--- config.mk ---
export PLATFORM = sky130hd
export DESIGN_NAME = husky_top
export DESIGN_NICKNAME = d
export VERILOG_FILES = /design/src/usb_reg_pkg.sv /design/src/capture_pkg.sv /design/src/usb_reg_main.sv /design/src/reg_trigger.sv /design/src/capture_ctrl.sv /design/src/sample_fifo.sv /design/src/husky_top.sv
export VERILOG_INCLUDE_DIRS = /design/src /design/src/src
export SDC_FILE = /design/constraint.sdc
export NUM_CORES = 1
export LEC_CHECK = 0
export BUFFER_PORTS_ARGS = -buffer_cell sky130_fd_sc_hd__buf_2
export CAP_MARGIN = 20
export CORE_MARGIN = 2
export CORE_UTILIZATION = 52
export CTS_BUF_LIST = sky130_fd_sc_hd__clkbuf_4 sky130_fd_sc_hd__clkbuf_8
export CTS_CLUSTER_DIAMETER = 80
export CTS_CLUSTER_SIZE = 12
export DETAILED_ROUTE_END_ITERATION = 8
export GPL_TIMING_DRIVEN = 1
export PLACE_DENSITY_LB_ADDON = 0.05
export SLEW_MARGIN = 30
export SYNTH_ARGS = -nofsm -noshare
export SYNTH_HDL_FRONTEND = slang
export SYNTH_SLANG_ARGS = --single-unit
--- constraint.sdc ---
create_clock -name clk_usb_buf -period 4.3 [get_ports clk_usb_buf]
set_clock_uncertainty 0.2 [all_clocks]
set_input_delay 0.43 -clock clk_usb_buf [delete_from_list [all_inputs] [get_ports clk_usb_buf]]
set_output_delay 0.43 -clock clk_usb_buf [all_outputs]
set_load 0.02 [all_outputs]
--- src/husky_macros.svh ---
`ifndef HUSKY_MACROS_SVH
`define HUSKY_MACROS_SVH

// byte index within one multi-byte register access
`define HUSKY_BYTECNT_SIZE 7

// sample FIFO entries, also the credits held by the capture side
`define HUSKY_FIFO_DEPTH 16

// must hold HUSKY_FIFO_DEPTH itself
`define HUSKY_CREDIT_W 5

// heartbeat bit that blinks the error LED
`define HUSKY_HEARTBEAT_BIT 22

`endif

--- src/usb_reg_pkg.sv ---
`default_nettype none

package usb_reg_pkg;

   // host bus access phase
   typedef enum logic [1:0] {
      IDLE  = 2'd0,
      WRITE = 2'd1,   // write strobe seen, waiting for it to rise
      READ  = 2'd2    // read strobe seen, waiting for it to rise
   } bus_state_e;

   // register map shared by all blocks on the bus
   typedef enum logic [7:0] {
      REG_ARM       = 8'h01,
      REG_TRIG_SRC  = 8'h02,
      REG_TRIG_MODE = 8'h03,
      REG_SAMPLES   = 8'h04,  // 16 bits, byte 0 is the low byte
      REG_STATUS    = 8'h05,
      REG_FIFO_DATA = 8'h06   // one sample byte per read
   } reg_addr_e;

endpackage

`default_nettype wire

--- src/capture_pkg.sv ---
`default_nettype none

package capture_pkg;

   // capture sequence
   typedef enum logic [1:0] {
      IDLE    = 2'd0,
      ARMED   = 2'd1,   // waiting for trigger
      CAPTURE = 2'd2,   // one sample per cycle
      DONE    = 2'd3
   } cap_state_e;

   // how the selected target IO lines combine
   typedef enum logic {
      TRIG_OR  = 1'b0,
      TRIG_AND = 1'b1
   } trig_mode_e;

endpackage

`default_nettype wire

--- src/usb_reg_main.sv ---
`timescale 1ns/10ps
`default_nettype none
`include "husky_macros.svh"

module usb_reg_main (
   input  wire                            clk_usb_buf,
   input  wire                            rst_i,
   input  wire  [7:0]                     usb_addr_i,
   input  wire  [7:0]                     usb_data_i,
   output logic [7:0]                     usb_data_o,
   output logic                           usb_data_oe_o,
   input  wire                            usb_rdn_i,
   input  wire                            usb_wrn_i,
   input  wire                            usb_cen_i,
   input  wire                            usb_alen_i,
   output logic [7:0]                     reg_address_o,
   output logic [`HUSKY_BYTECNT_SIZE-1:0] reg_bytecnt_o,
   output logic [7:0]                     reg_datao_o,
   input  wire  [7:0]                     reg_datai_i,
   output logic                           reg_read_o,
   output logic                           reg_write_o
);

   logic [7:0] addr_r;
   logic [7:0] data_r;
   logic       rdn_r;
   logic       wrn_r;
   logic       cen_r;
   logic       alen_r;
   logic       wr_start;
   logic       rd_start;
   usb_reg_pkg::bus_state_e state;

   always_ff @(posedge clk_usb_buf) begin
      addr_r <= usb_addr_i;
      data_r <= usb_data_i;
   end

   // strobes are active low, so they reset to the inactive level
   always_ff @(posedge clk_usb_buf) begin
      if (rst_i) begin
         rdn_r  <= 1'b1;
         wrn_r  <= 1'b1;
         cen_r  <= 1'b1;
         alen_r <= 1'b1;
      end else begin
         rdn_r  <= usb_rdn_i;
         wrn_r  <= usb_wrn_i;
         cen_r  <= usb_cen_i;
         alen_r <= usb_alen_i;
      end
   end

   // falling strobe only counts once the bus is back in IDLE
   assign wr_start = (state == usb_reg_pkg::IDLE) && !cen_r && !wrn_r;
   assign rd_start = (state == usb_reg_pkg::IDLE) && !cen_r && !rdn_r && wrn_r;

   always_ff @(posedge clk_usb_buf) begin
      if (rst_i) begin
         state       <= usb_reg_pkg::IDLE;
         reg_write_o <= 1'b0;
         reg_read_o  <= 1'b0;
      end else begin
         reg_write_o <= wr_start;   // one-cycle strobes
         reg_read_o  <= rd_start;
         case (state)
            usb_reg_pkg::IDLE: begin
               if (wr_start) state <= usb_reg_pkg::WRITE;
               else if (rd_start) state <= usb_reg_pkg::READ;
            end
            usb_reg_pkg::WRITE: if (wrn_r) state <= usb_reg_pkg::IDLE;
            usb_reg_pkg::READ:  if (rdn_r) state <= usb_reg_pkg::IDLE;
            default: state <= usb_reg_pkg::IDLE;
         endcase
      end
   end

   always_ff @(posedge clk_usb_buf) begin
      if (wr_start) reg_datao_o <= data_r;   // lines up with reg_write_o
   end

   // address phase restarts the byte count, each access advances it
   always_ff @(posedge clk_usb_buf) begin
      if (rst_i) begin
         reg_address_o <= 8'h00;
         reg_bytecnt_o <= '0;
      end else if (!alen_r) begin
         reg_address_o <= addr_r;
         reg_bytecnt_o <= '0;
      end else if (reg_write_o || reg_read_o) begin
         reg_bytecnt_o <= reg_bytecnt_o + 1'b1;
      end
   end

   // read data held until the next read
   always_ff @(posedge clk_usb_buf) begin
      if (reg_read_o) usb_data_o <= reg_datai_i;
   end

   always_ff @(posedge clk_usb_buf) begin
      if (rst_i) usb_data_oe_o <= 1'b0;
      else usb_data_oe_o <= !rdn_r && !cen_r;
   end

endmodule

`default_nettype wire

--- src/reg_trigger.sv ---
`timescale 1ns/10ps
`default_nettype none

module reg_trigger (
   input  wire        clk_usb_buf,
   input  wire        rst_i,
   input  wire  [7:0] reg_address_i,
   input  wire  [7:0] reg_datai_i,
   input  wire        reg_write_i,
   output logic [7:0] reg_datao_o,
   input  wire  [3:0] target_io_i,
   output logic       trigger_o
);

   logic [3:0] trig_src;   // one bit per target IO line
   logic [3:0] io_r;
   logic       any_hit;
   logic       all_hit;
   capture_pkg::trig_mode_e trig_mode;

   always_ff @(posedge clk_usb_buf) begin
      if (rst_i) begin
         trig_src  <= 4'h0;
         trig_mode <= capture_pkg::TRIG_OR;
      end else if (reg_write_i) begin
         if (reg_address_i == usb_reg_pkg::REG_TRIG_SRC)
            trig_src <= reg_datai_i[3:0];
         if (reg_address_i == usb_reg_pkg::REG_TRIG_MODE)
            trig_mode <= capture_pkg::trig_mode_e'(reg_datai_i[0]);
      end
   end

   assign any_hit = |(io_r & trig_src);
   // unselected lines count as high, empty mask never fires
   assign all_hit = (|trig_src) && (&(io_r | ~trig_src));

   always_ff @(posedge clk_usb_buf) begin
      if (rst_i) begin
         io_r      <= 4'h0;
         trigger_o <= 1'b0;
      end else begin
         io_r <= target_io_i;
         if (trig_mode == capture_pkg::TRIG_AND) trigger_o <= all_hit;
         else trigger_o <= any_hit;
      end
   end

   always_comb begin
      reg_datao_o = 8'h00;
      case (reg_address_i)
         usb_reg_pkg::REG_TRIG_SRC:  reg_datao_o = {4'h0, trig_src};
         usb_reg_pkg::REG_TRIG_MODE: reg_datao_o = {7'h00, trig_mode};
         default: reg_datao_o = 8'h00;
      endcase
   end

endmodule

`default_nettype wire

--- src/capture_ctrl.sv ---
`timescale 1ns/10ps
`default_nettype none
`include "husky_macros.svh"

module capture_ctrl (
   input  wire                           clk_usb_buf,
   input  wire                           rst_i,
   input  wire [7:0]                     reg_address_i,
   input  wire [`HUSKY_BYTECNT_SIZE-1:0] reg_bytecnt_i,
   input  wire [7:0]                     reg_datai_i,
   input  wire                           reg_write_i,
   output logic [7:0]                    reg_datao_o,
   input  wire                           trigger_i,
   input  wire [11:0]                    adc_data_i,
   output logic                          sample_valid_o,
   output logic [7:0]                    sample_data_o,
   input  wire                           credit_return_i,
   output logic                          led_armed_o,
   output logic                          led_cap_o,
   output logic                          led_err_o
);

   logic [15:0]                    num_samples;
   logic [15:0]                    sample_cnt;
   logic [`HUSKY_CREDIT_W-1:0]     credits;
   logic                           overflow;   // sticky until re-arm
   logic                           take;
   logic                           arm_wr;
   logic [`HUSKY_HEARTBEAT_BIT:0]  heartbeat;
   capture_pkg::cap_state_e        state;

   assign arm_wr = reg_write_i && (reg_address_i == usb_reg_pkg::REG_ARM) && reg_datai_i[0];
   assign take   = (state == capture_pkg::CAPTURE) && (credits != '0);

   always_ff @(posedge clk_usb_buf) begin
      if (rst_i) num_samples <= 16'h0000;
      else if (reg_write_i && (reg_address_i == usb_reg_pkg::REG_SAMPLES)) begin
         if (reg_bytecnt_i == 0) num_samples[7:0] <= reg_datai_i;
         else if (reg_bytecnt_i == 1) num_samples[15:8] <= reg_datai_i;
      end
   end

   always_ff @(posedge clk_usb_buf) begin
      if (rst_i) begin
         state      <= capture_pkg::IDLE;
         sample_cnt <= 16'h0000;
         overflow   <= 1'b0;
      end else if (arm_wr) begin
         state    <= capture_pkg::ARMED;   // FIFO contents are kept
         overflow <= 1'b0;
      end else begin
         case (state)
            capture_pkg::ARMED: begin
               sample_cnt <= 16'h0000;
               if (trigger_i) begin
                  if (num_samples == 16'h0000) state <= capture_pkg::DONE;
                  else state <= capture_pkg::CAPTURE;
               end
            end
            capture_pkg::CAPTURE: begin
               if (!take) overflow <= 1'b1;   // no room, sample lost
               sample_cnt <= sample_cnt + 16'd1;
               if (sample_cnt == num_samples - 16'd1) state <= capture_pkg::DONE;
            end
            default: ;
         endcase
      end
   end

   always_ff @(posedge clk_usb_buf) begin
      if (rst_i) begin
         credits        <= `HUSKY_CREDIT_W'(`HUSKY_FIFO_DEPTH);
         sample_valid_o <= 1'b0;
      end else begin
         sample_valid_o <= take;
         case ({credit_return_i, take})
            2'b10:   credits <= credits + 1'b1;
            2'b01:   credits <= credits - 1'b1;
            default: credits <= credits;   // both or neither
         endcase
      end
   end

   always_ff @(posedge clk_usb_buf) begin
      sample_data_o <= adc_data_i[11:4];   // upper byte only
   end

   always_ff @(posedge clk_usb_buf) begin
      if (rst_i) heartbeat <= '0;
      else heartbeat <= heartbeat + 1'b1;
   end

   assign led_armed_o = (state == capture_pkg::ARMED);
   assign led_cap_o   = (state == capture_pkg::CAPTURE);
   assign led_err_o   = overflow && heartbeat[`HUSKY_HEARTBEAT_BIT];

   always_comb begin
      reg_datao_o = 8'h00;
      case (reg_address_i)
         usb_reg_pkg::REG_SAMPLES: begin
            if (reg_bytecnt_i == 0) reg_datao_o = num_samples[7:0];
            else if (reg_bytecnt_i == 1) reg_datao_o = num_samples[15:8];
         end
         usb_reg_pkg::REG_STATUS:
            reg_datao_o = {4'h0, overflow, state == capture_pkg::DONE,
                           led_cap_o, led_armed_o};
         default: reg_datao_o = 8'h00;
      endcase
   end

endmodule

`default_nettype wire

--- src/sample_fifo.sv ---
`timescale 1ns/10ps
`default_nettype none
`include "husky_macros.svh"

module sample_fifo (
   input  wire        clk_usb_buf,
   input  wire        rst_i,
   input  wire  [7:0] reg_address_i,
   input  wire        reg_read_i,
   output logic [7:0] reg_datao_o,
   input  wire        sample_valid_i,
   input  wire  [7:0] sample_data_i,
   output logic       credit_return_o
);

   localparam int ptr_w = $clog2(`HUSKY_FIFO_DEPTH);

   logic [7:0]       mem [`HUSKY_FIFO_DEPTH];
   logic [ptr_w-1:0] wr_ptr;
   logic [ptr_w-1:0] rd_ptr;
   logic [ptr_w:0]   count;
   logic             fifo_sel;
   logic             empty;
   logic             pop;

   assign fifo_sel = (reg_address_i == usb_reg_pkg::REG_FIFO_DATA);
   assign empty    = (count == '0);
   assign pop      = reg_read_i && fifo_sel && !empty;   // empty reads return no credit

   // the credit scheme keeps writes off a full FIFO
   always_ff @(posedge clk_usb_buf) begin
      if (sample_valid_i) mem[wr_ptr] <= sample_data_i;
   end

   always_ff @(posedge clk_usb_buf) begin
      if (rst_i) begin
         wr_ptr          <= '0;
         rd_ptr          <= '0;
         count           <= '0;
         credit_return_o <= 1'b0;
      end else begin
         credit_return_o <= pop;
         if (sample_valid_i) wr_ptr <= wr_ptr + 1'b1;   // depth is a power of two
         if (pop) rd_ptr <= rd_ptr + 1'b1;
         case ({sample_valid_i, pop})
            2'b10:   count <= count + 1'b1;
            2'b01:   count <= count - 1'b1;
            default: count <= count;
         endcase
      end
   end

   // head entry shown while addressed
   assign reg_datao_o = (fifo_sel && !empty) ? mem[rd_ptr] : 8'h00;

endmodule

`default_nettype wire

--- src/husky_top.sv ---
`timescale 1ns/10ps
`default_nettype none
`include "husky_macros.svh"

module husky_top (
   input  wire         clk_usb_buf,
   input  wire         rst_i,
   input  wire  [7:0]  usb_addr_i,
   input  wire  [7:0]  usb_data_i,
   output logic [7:0]  usb_data_o,
   output logic        usb_data_oe_o,
   input  wire         usb_rdn_i,
   input  wire         usb_wrn_i,
   input  wire         usb_cen_i,
   input  wire         usb_alen_i,
   input  wire  [3:0]  target_io_i,
   input  wire  [11:0] adc_data_i,
   output logic        trigger_o,
   output logic        led_armed_o,
   output logic        led_cap_o,
   output logic        led_err_o
);

   logic [7:0]                     reg_address;
   logic [`HUSKY_BYTECNT_SIZE-1:0] reg_bytecnt;
   logic [7:0]                     write_data;
   logic [7:0]                     read_data;
   logic                           reg_read;
   logic                           reg_write;
   logic [7:0]                     read_data_trig;
   logic [7:0]                     read_data_cap;
   logic [7:0]                     read_data_fifo;
   logic                           sample_valid;
   logic [7:0]                     sample_data;
   logic                           credit_return;

   // blocks drive zero when not addressed
   assign read_data = read_data_trig | read_data_cap | read_data_fifo;

   usb_reg_main U_usb_reg_main (
      .clk_usb_buf   (clk_usb_buf),
      .rst_i         (rst_i),
      .usb_addr_i    (usb_addr_i),
      .usb_data_i    (usb_data_i),
      .usb_data_o    (usb_data_o),
      .usb_data_oe_o (usb_data_oe_o),
      .usb_rdn_i     (usb_rdn_i),
      .usb_wrn_i     (usb_wrn_i),
      .usb_cen_i     (usb_cen_i),
      .usb_alen_i    (usb_alen_i),
      .reg_address_o (reg_address),
      .reg_bytecnt_o (reg_bytecnt),
      .reg_datao_o   (write_data),
      .reg_datai_i   (read_data),
      .reg_read_o    (reg_read),
      .reg_write_o   (reg_write)
   );

   reg_trigger U_reg_trigger (
      .clk_usb_buf   (clk_usb_buf),
      .rst_i         (rst_i),
      .reg_address_i (reg_address),
      .reg_datai_i   (write_data),
      .reg_write_i   (reg_write),
      .reg_datao_o   (read_data_trig),
      .target_io_i   (target_io_i),
      .trigger_o     (trigger_o)
   );

   capture_ctrl U_capture_ctrl (
      .clk_usb_buf     (clk_usb_buf),
      .rst_i           (rst_i),
      .reg_address_i   (reg_address),
      .reg_bytecnt_i   (reg_bytecnt),
      .reg_datai_i     (write_data),
      .reg_write_i     (reg_write),
      .reg_datao_o     (read_data_cap),
      .trigger_i       (trigger_o),
      .adc_data_i      (adc_data_i),
      .sample_valid_o  (sample_valid),
      .sample_data_o   (sample_data),
      .credit_return_i (credit_return),
      .led_armed_o     (led_armed_o),
      .led_cap_o       (led_cap_o),
      .led_err_o       (led_err_o)
   );

   sample_fifo U_sample_fifo (
      .clk_usb_buf     (clk_usb_buf),
      .rst_i           (rst_i),
      .reg_address_i   (reg_address),
      .reg_read_i      (reg_read),
      .reg_datao_o     (read_data_fifo),
      .sample_valid_i  (sample_valid),
      .sample_data_i   (sample_data),
      .credit_return_o (credit_return)
   );

endmodule

`default_nettype wire

==> impl_metrics.json <==
{
  "async_reset_ff_frac": 0,
  "grt_most_used_layer": "met2",
  "fp.dieW_um": 153,
  "worst_slack_ps": 716,
  "stdcell_area_mm2": 0.0130,
  "grt_setup_unrepaired": "false",
  "gp_congestion": 0.845,
  "grt_pass1_wl_um": 38200,
  "cp-startpoint": "U_usb_reg_main.reg_address_o[3]$_SDFFE_PP0N_",
  "rows": 54,
  "synth-main-ff-cell": "edfxtp_1",
  "die_h_um": 153,
  "status": "completed",
  "cts_buffers": 27,
  "clock_latency_ps": 580,
  "dp_hpwl_um": 16200,
  "clockBufferDepth": 3,
  "first_pass_iters": 5,
  "syn_nets": 972,
  "hold_viol_final": 0,
  "arrival_ps": 3900,
  "period_needed_ps": 3580,
  "htree_levels": 1,
  "die-area_mm2": 0.0235,
  "finalSetupViolCount": 0,
  "maxCapViolCount": 0,
  "dp_slack_ps": 759,
  "detail_route.wl_per_cell_um": 18.5,
  "fill_cells": 1778,
  "start_kind": "flop",
  "synth_cell_types": 59,
  "grt_pass1_vias": 7219,
  "synth_cells": 910,
  "worstSetupEndpointType": "flop",
  "synth_edf_count": 144,
  "timing.final.max_slew_violations": 0,
  "fmax_mhz": 279,
  "grt-ovfl-total": 0,
  "diodes": 0,
  "avgViaCountPerCell": 5.66,
  "finalCritPeriodShare": 0.834,
  "vias": 7260,
  "clkTransAtPathRegs_ps": 80,
  "final_util": 0.592,
  "maxSlewHeadroom": 0.399,
  "yosys_register_bits": 284,
  "grt_use_met3": 0.0298,
  "fin_cells": 1282,
  "hp-start": "rst_i",
  "syn_to_final_growth_pct": 11.6,
  "track_usage": 0.204,
  "antenna_left": 0,
  "met1_usage": 0.262,
  "yosys_warnings": 0,
  "cts_root_buf": "clkbuf_8",
  "io_pins": 51,
  "drc": 0,
  "cp_max_fo": 5,
  "antenna_found_initial": 0,
  "power_mw": 4.65,
  "ir_drop_mv": 0.343,
  "post_cts.repair.setup_buffers": 0,
  "tightest_slew_ps": 900,
  "reg2reg_from": "U_usb_reg_main.reg_address_o[3]$_SDFFE_PP0N_",
  "power_density_mw_per_mm2": 359,
  "finalWirelength_um": 23700,
  "start_util": 0.530,
  "dp_cells": 1204,
  "drive_gt1_frac": 0.152,
  "core_mm2": 0.0219,
  "grt_max_degree": 54,
  "critical_path_class": "flop to flop",
  "first_iter_violations": 391,
  "fin_setup_tns_ps": 0,
  "syn_area_mm2": 0.0116,
  "port_buffers": 46,
  "use_met2": 0.362,
  "final_net_count": 1047,
  "p_leak_nw": 4.71,
  "min_path_type": "primary input to flop",
  "worstPathRequired_ps": 4610,
  "synth_area_per_cell_um2": 12.8,
  "cts_sinks": 284,
  "cts_tree": "yes",
  "whs_ps": 164,
  "placed_cell_area_mm2": 0.0121,
  "seq_area_frac_synth": 0.614
}
==> worst max-delay path: stages (launching register included) <==
cell and delay [ps]:
dfxtp_1 310, or4_1 620, nor2_1 170, o2111ai_1 220, nor2_1 340, ha_1 300
inv_1 100, fa_1 410, inv_1 70, a21o_1 110, a21oi_1 80, xnor2_1 140
or3_1 310, a21oi_1 140
==> flip-flops by register name (all words and copies together), names as in the netlist, 16 cells and up, named ones only <==
| register | count |
|---|---|
| U_capture_ctrl.heartbeat | 23 |
| U_capture_ctrl.num_samples | 16 |
| U_capture_ctrl.sample_cnt | 16 |
| U_sample_fifo.mem | 128 |
==> synth_stat cells (3+ instances only) <==
| cell | instances | share of area |
|---|---|---|
| and2_1 | 20 | 0.011 |
| edfxtp_1 | 144 | 0.37 |
| xor2_1 | 34 | 0.026 |
| nand2_1 | 43 | 0.014 |
| nand4_1 | 12 | 0.0065 |
| nor2b_1 | 8 | 0.0043 |
| nor4_1 | 7 | 0.0038 |
| ha_1 | 22 | 0.024 |
| dfxtp_1 | 140 | 0.24 |
| a22o_1 | 5 | 0.0038 |
| buf_1 | 6 | 0.0019 |
| a21o_1 | 8 | 0.0052 |
| clkbuf_1 | 30 | 0.0097 |
| or2_2 | 5 | 0.0027 |
| inv_1 | 33 | 0.011 |
| mux2i_1 | 32 | 0.028 |
| o21ai_0 | 30 | 0.013 |
| xnor2_1 | 26 | 0.020 |
| nand2b_1 | 3 | 0.0016 |
| o2111ai_1 | 4 | 0.0030 |
| nand3_1 | 23 | 0.0099 |
| a32oi_1 | 4 | 0.0030 |
| mux4_2 | 40 | 0.078 |
| a21oi_1 | 33 | 0.014 |
| a22oi_1 | 4 | 0.0026 |
| or4_1 | 6 | 0.0039 |
| nor3_1 | 19 | 0.0082 |
| and3_1 | 8 | 0.0043 |
| or3_1 | 13 | 0.0070 |
| nor2_1 | 110 | 0.036 |
==> placed cells by master (no fill, tap or decap), types with 8 or more instances in the layout <==
| cell type | instances |
|---|---|
| edfxtp_1 | 144 |
| dfxtp_1 | 138 |
| nor2_1 | 110 |
| buf_2 | 46 |
| nand2_1 | 43 |
| mux4_2 | 40 |
| xor2_1 | 34 |
| inv_1 | 33 |
| a21oi_1 | 33 |
| mux2i_1 | 32 |
| dlygate4sd3_1 | 32 |
| o21ai_0 | 30 |
| clkbuf_8 | 27 |
| xnor2_1 | 26 |
| nand3_1 | 23 |
| ha_1 | 22 |
| and2_1 | 20 |
| nor3_1 | 19 |
| clkbuf_4 | 17 |
| or3_1 | 13 |
| nand4_1 | 12 |
| nor2b_1 | 8 |
| and3_1 | 8 |
| a21o_1 | 8 |
==> per-layer routing <==
metal	wire, um	share of wire
met2	12100	0.51
met5	0	0
met3	949	0.040
met1	10200	0.43
met4	559	0.024
==> report_power, final <==
part           internal [mW]  total (mW)  switching (mW)
Clock                  0.793        1.66           0.871
Sequential              2.86        2.89          0.0325
Combinational         0.0470      0.0910          0.0440
Total                   3.70        4.65           0.948
==> cell type report <==
type | count | area [um2] | share of cell area
repair buffers | 84 | 596 | 0.0460
inverters | 33 | 124 | 0.00956
flip-flops and latches | 284 | 7130 | 0.550
clock buffers | 44 | 499 | 0.0385
clock inverters | 2 | 41.3 | 0.00319
multi-input cells | 555 | 4210 | 0.325
well taps | 280 | 350 | 0.0271
==> final timing paths <==
path                                             endpoint  slack [ps]  depth (start not counted)
hold / removal                                       flop         160                          2
hold reg to reg   U_usb_reg_main.reg_datao_o[6]$_DFFE_PP_         210                          0
setup reg to reg      U_sample_fifo.count[4]$_SDFFE_PP0P_         720                         13
setup / recovery      U_sample_fifo.count[4]$_SDFFE_PP0P_         720                         13
==> logic make-up (layout without fill, tap and decap cells) <==
group / Yosys count / count (layout) / synth area share
compound gates: 109 / 109 / 0.0608
flops: 284 / 284 / 0.614
buf+inv: 71 / 163 / 0.0237
fa+ha+maj: 24 / 24 / 0.0272
xor+xnor: 60 / 60 / 0.0453
simple gates: 289 / 289 / 0.123
mux: 73 / 73 / 0.106
==> repair_timing <==
action,4_1_cts,5_1_grt
resized for setup,0,0
endpoints found under the hold margin,32,0
hold buffers,32,0
setup endpoints to repair,0,0
Note: power is estimated with default switching activity, not from simulation.
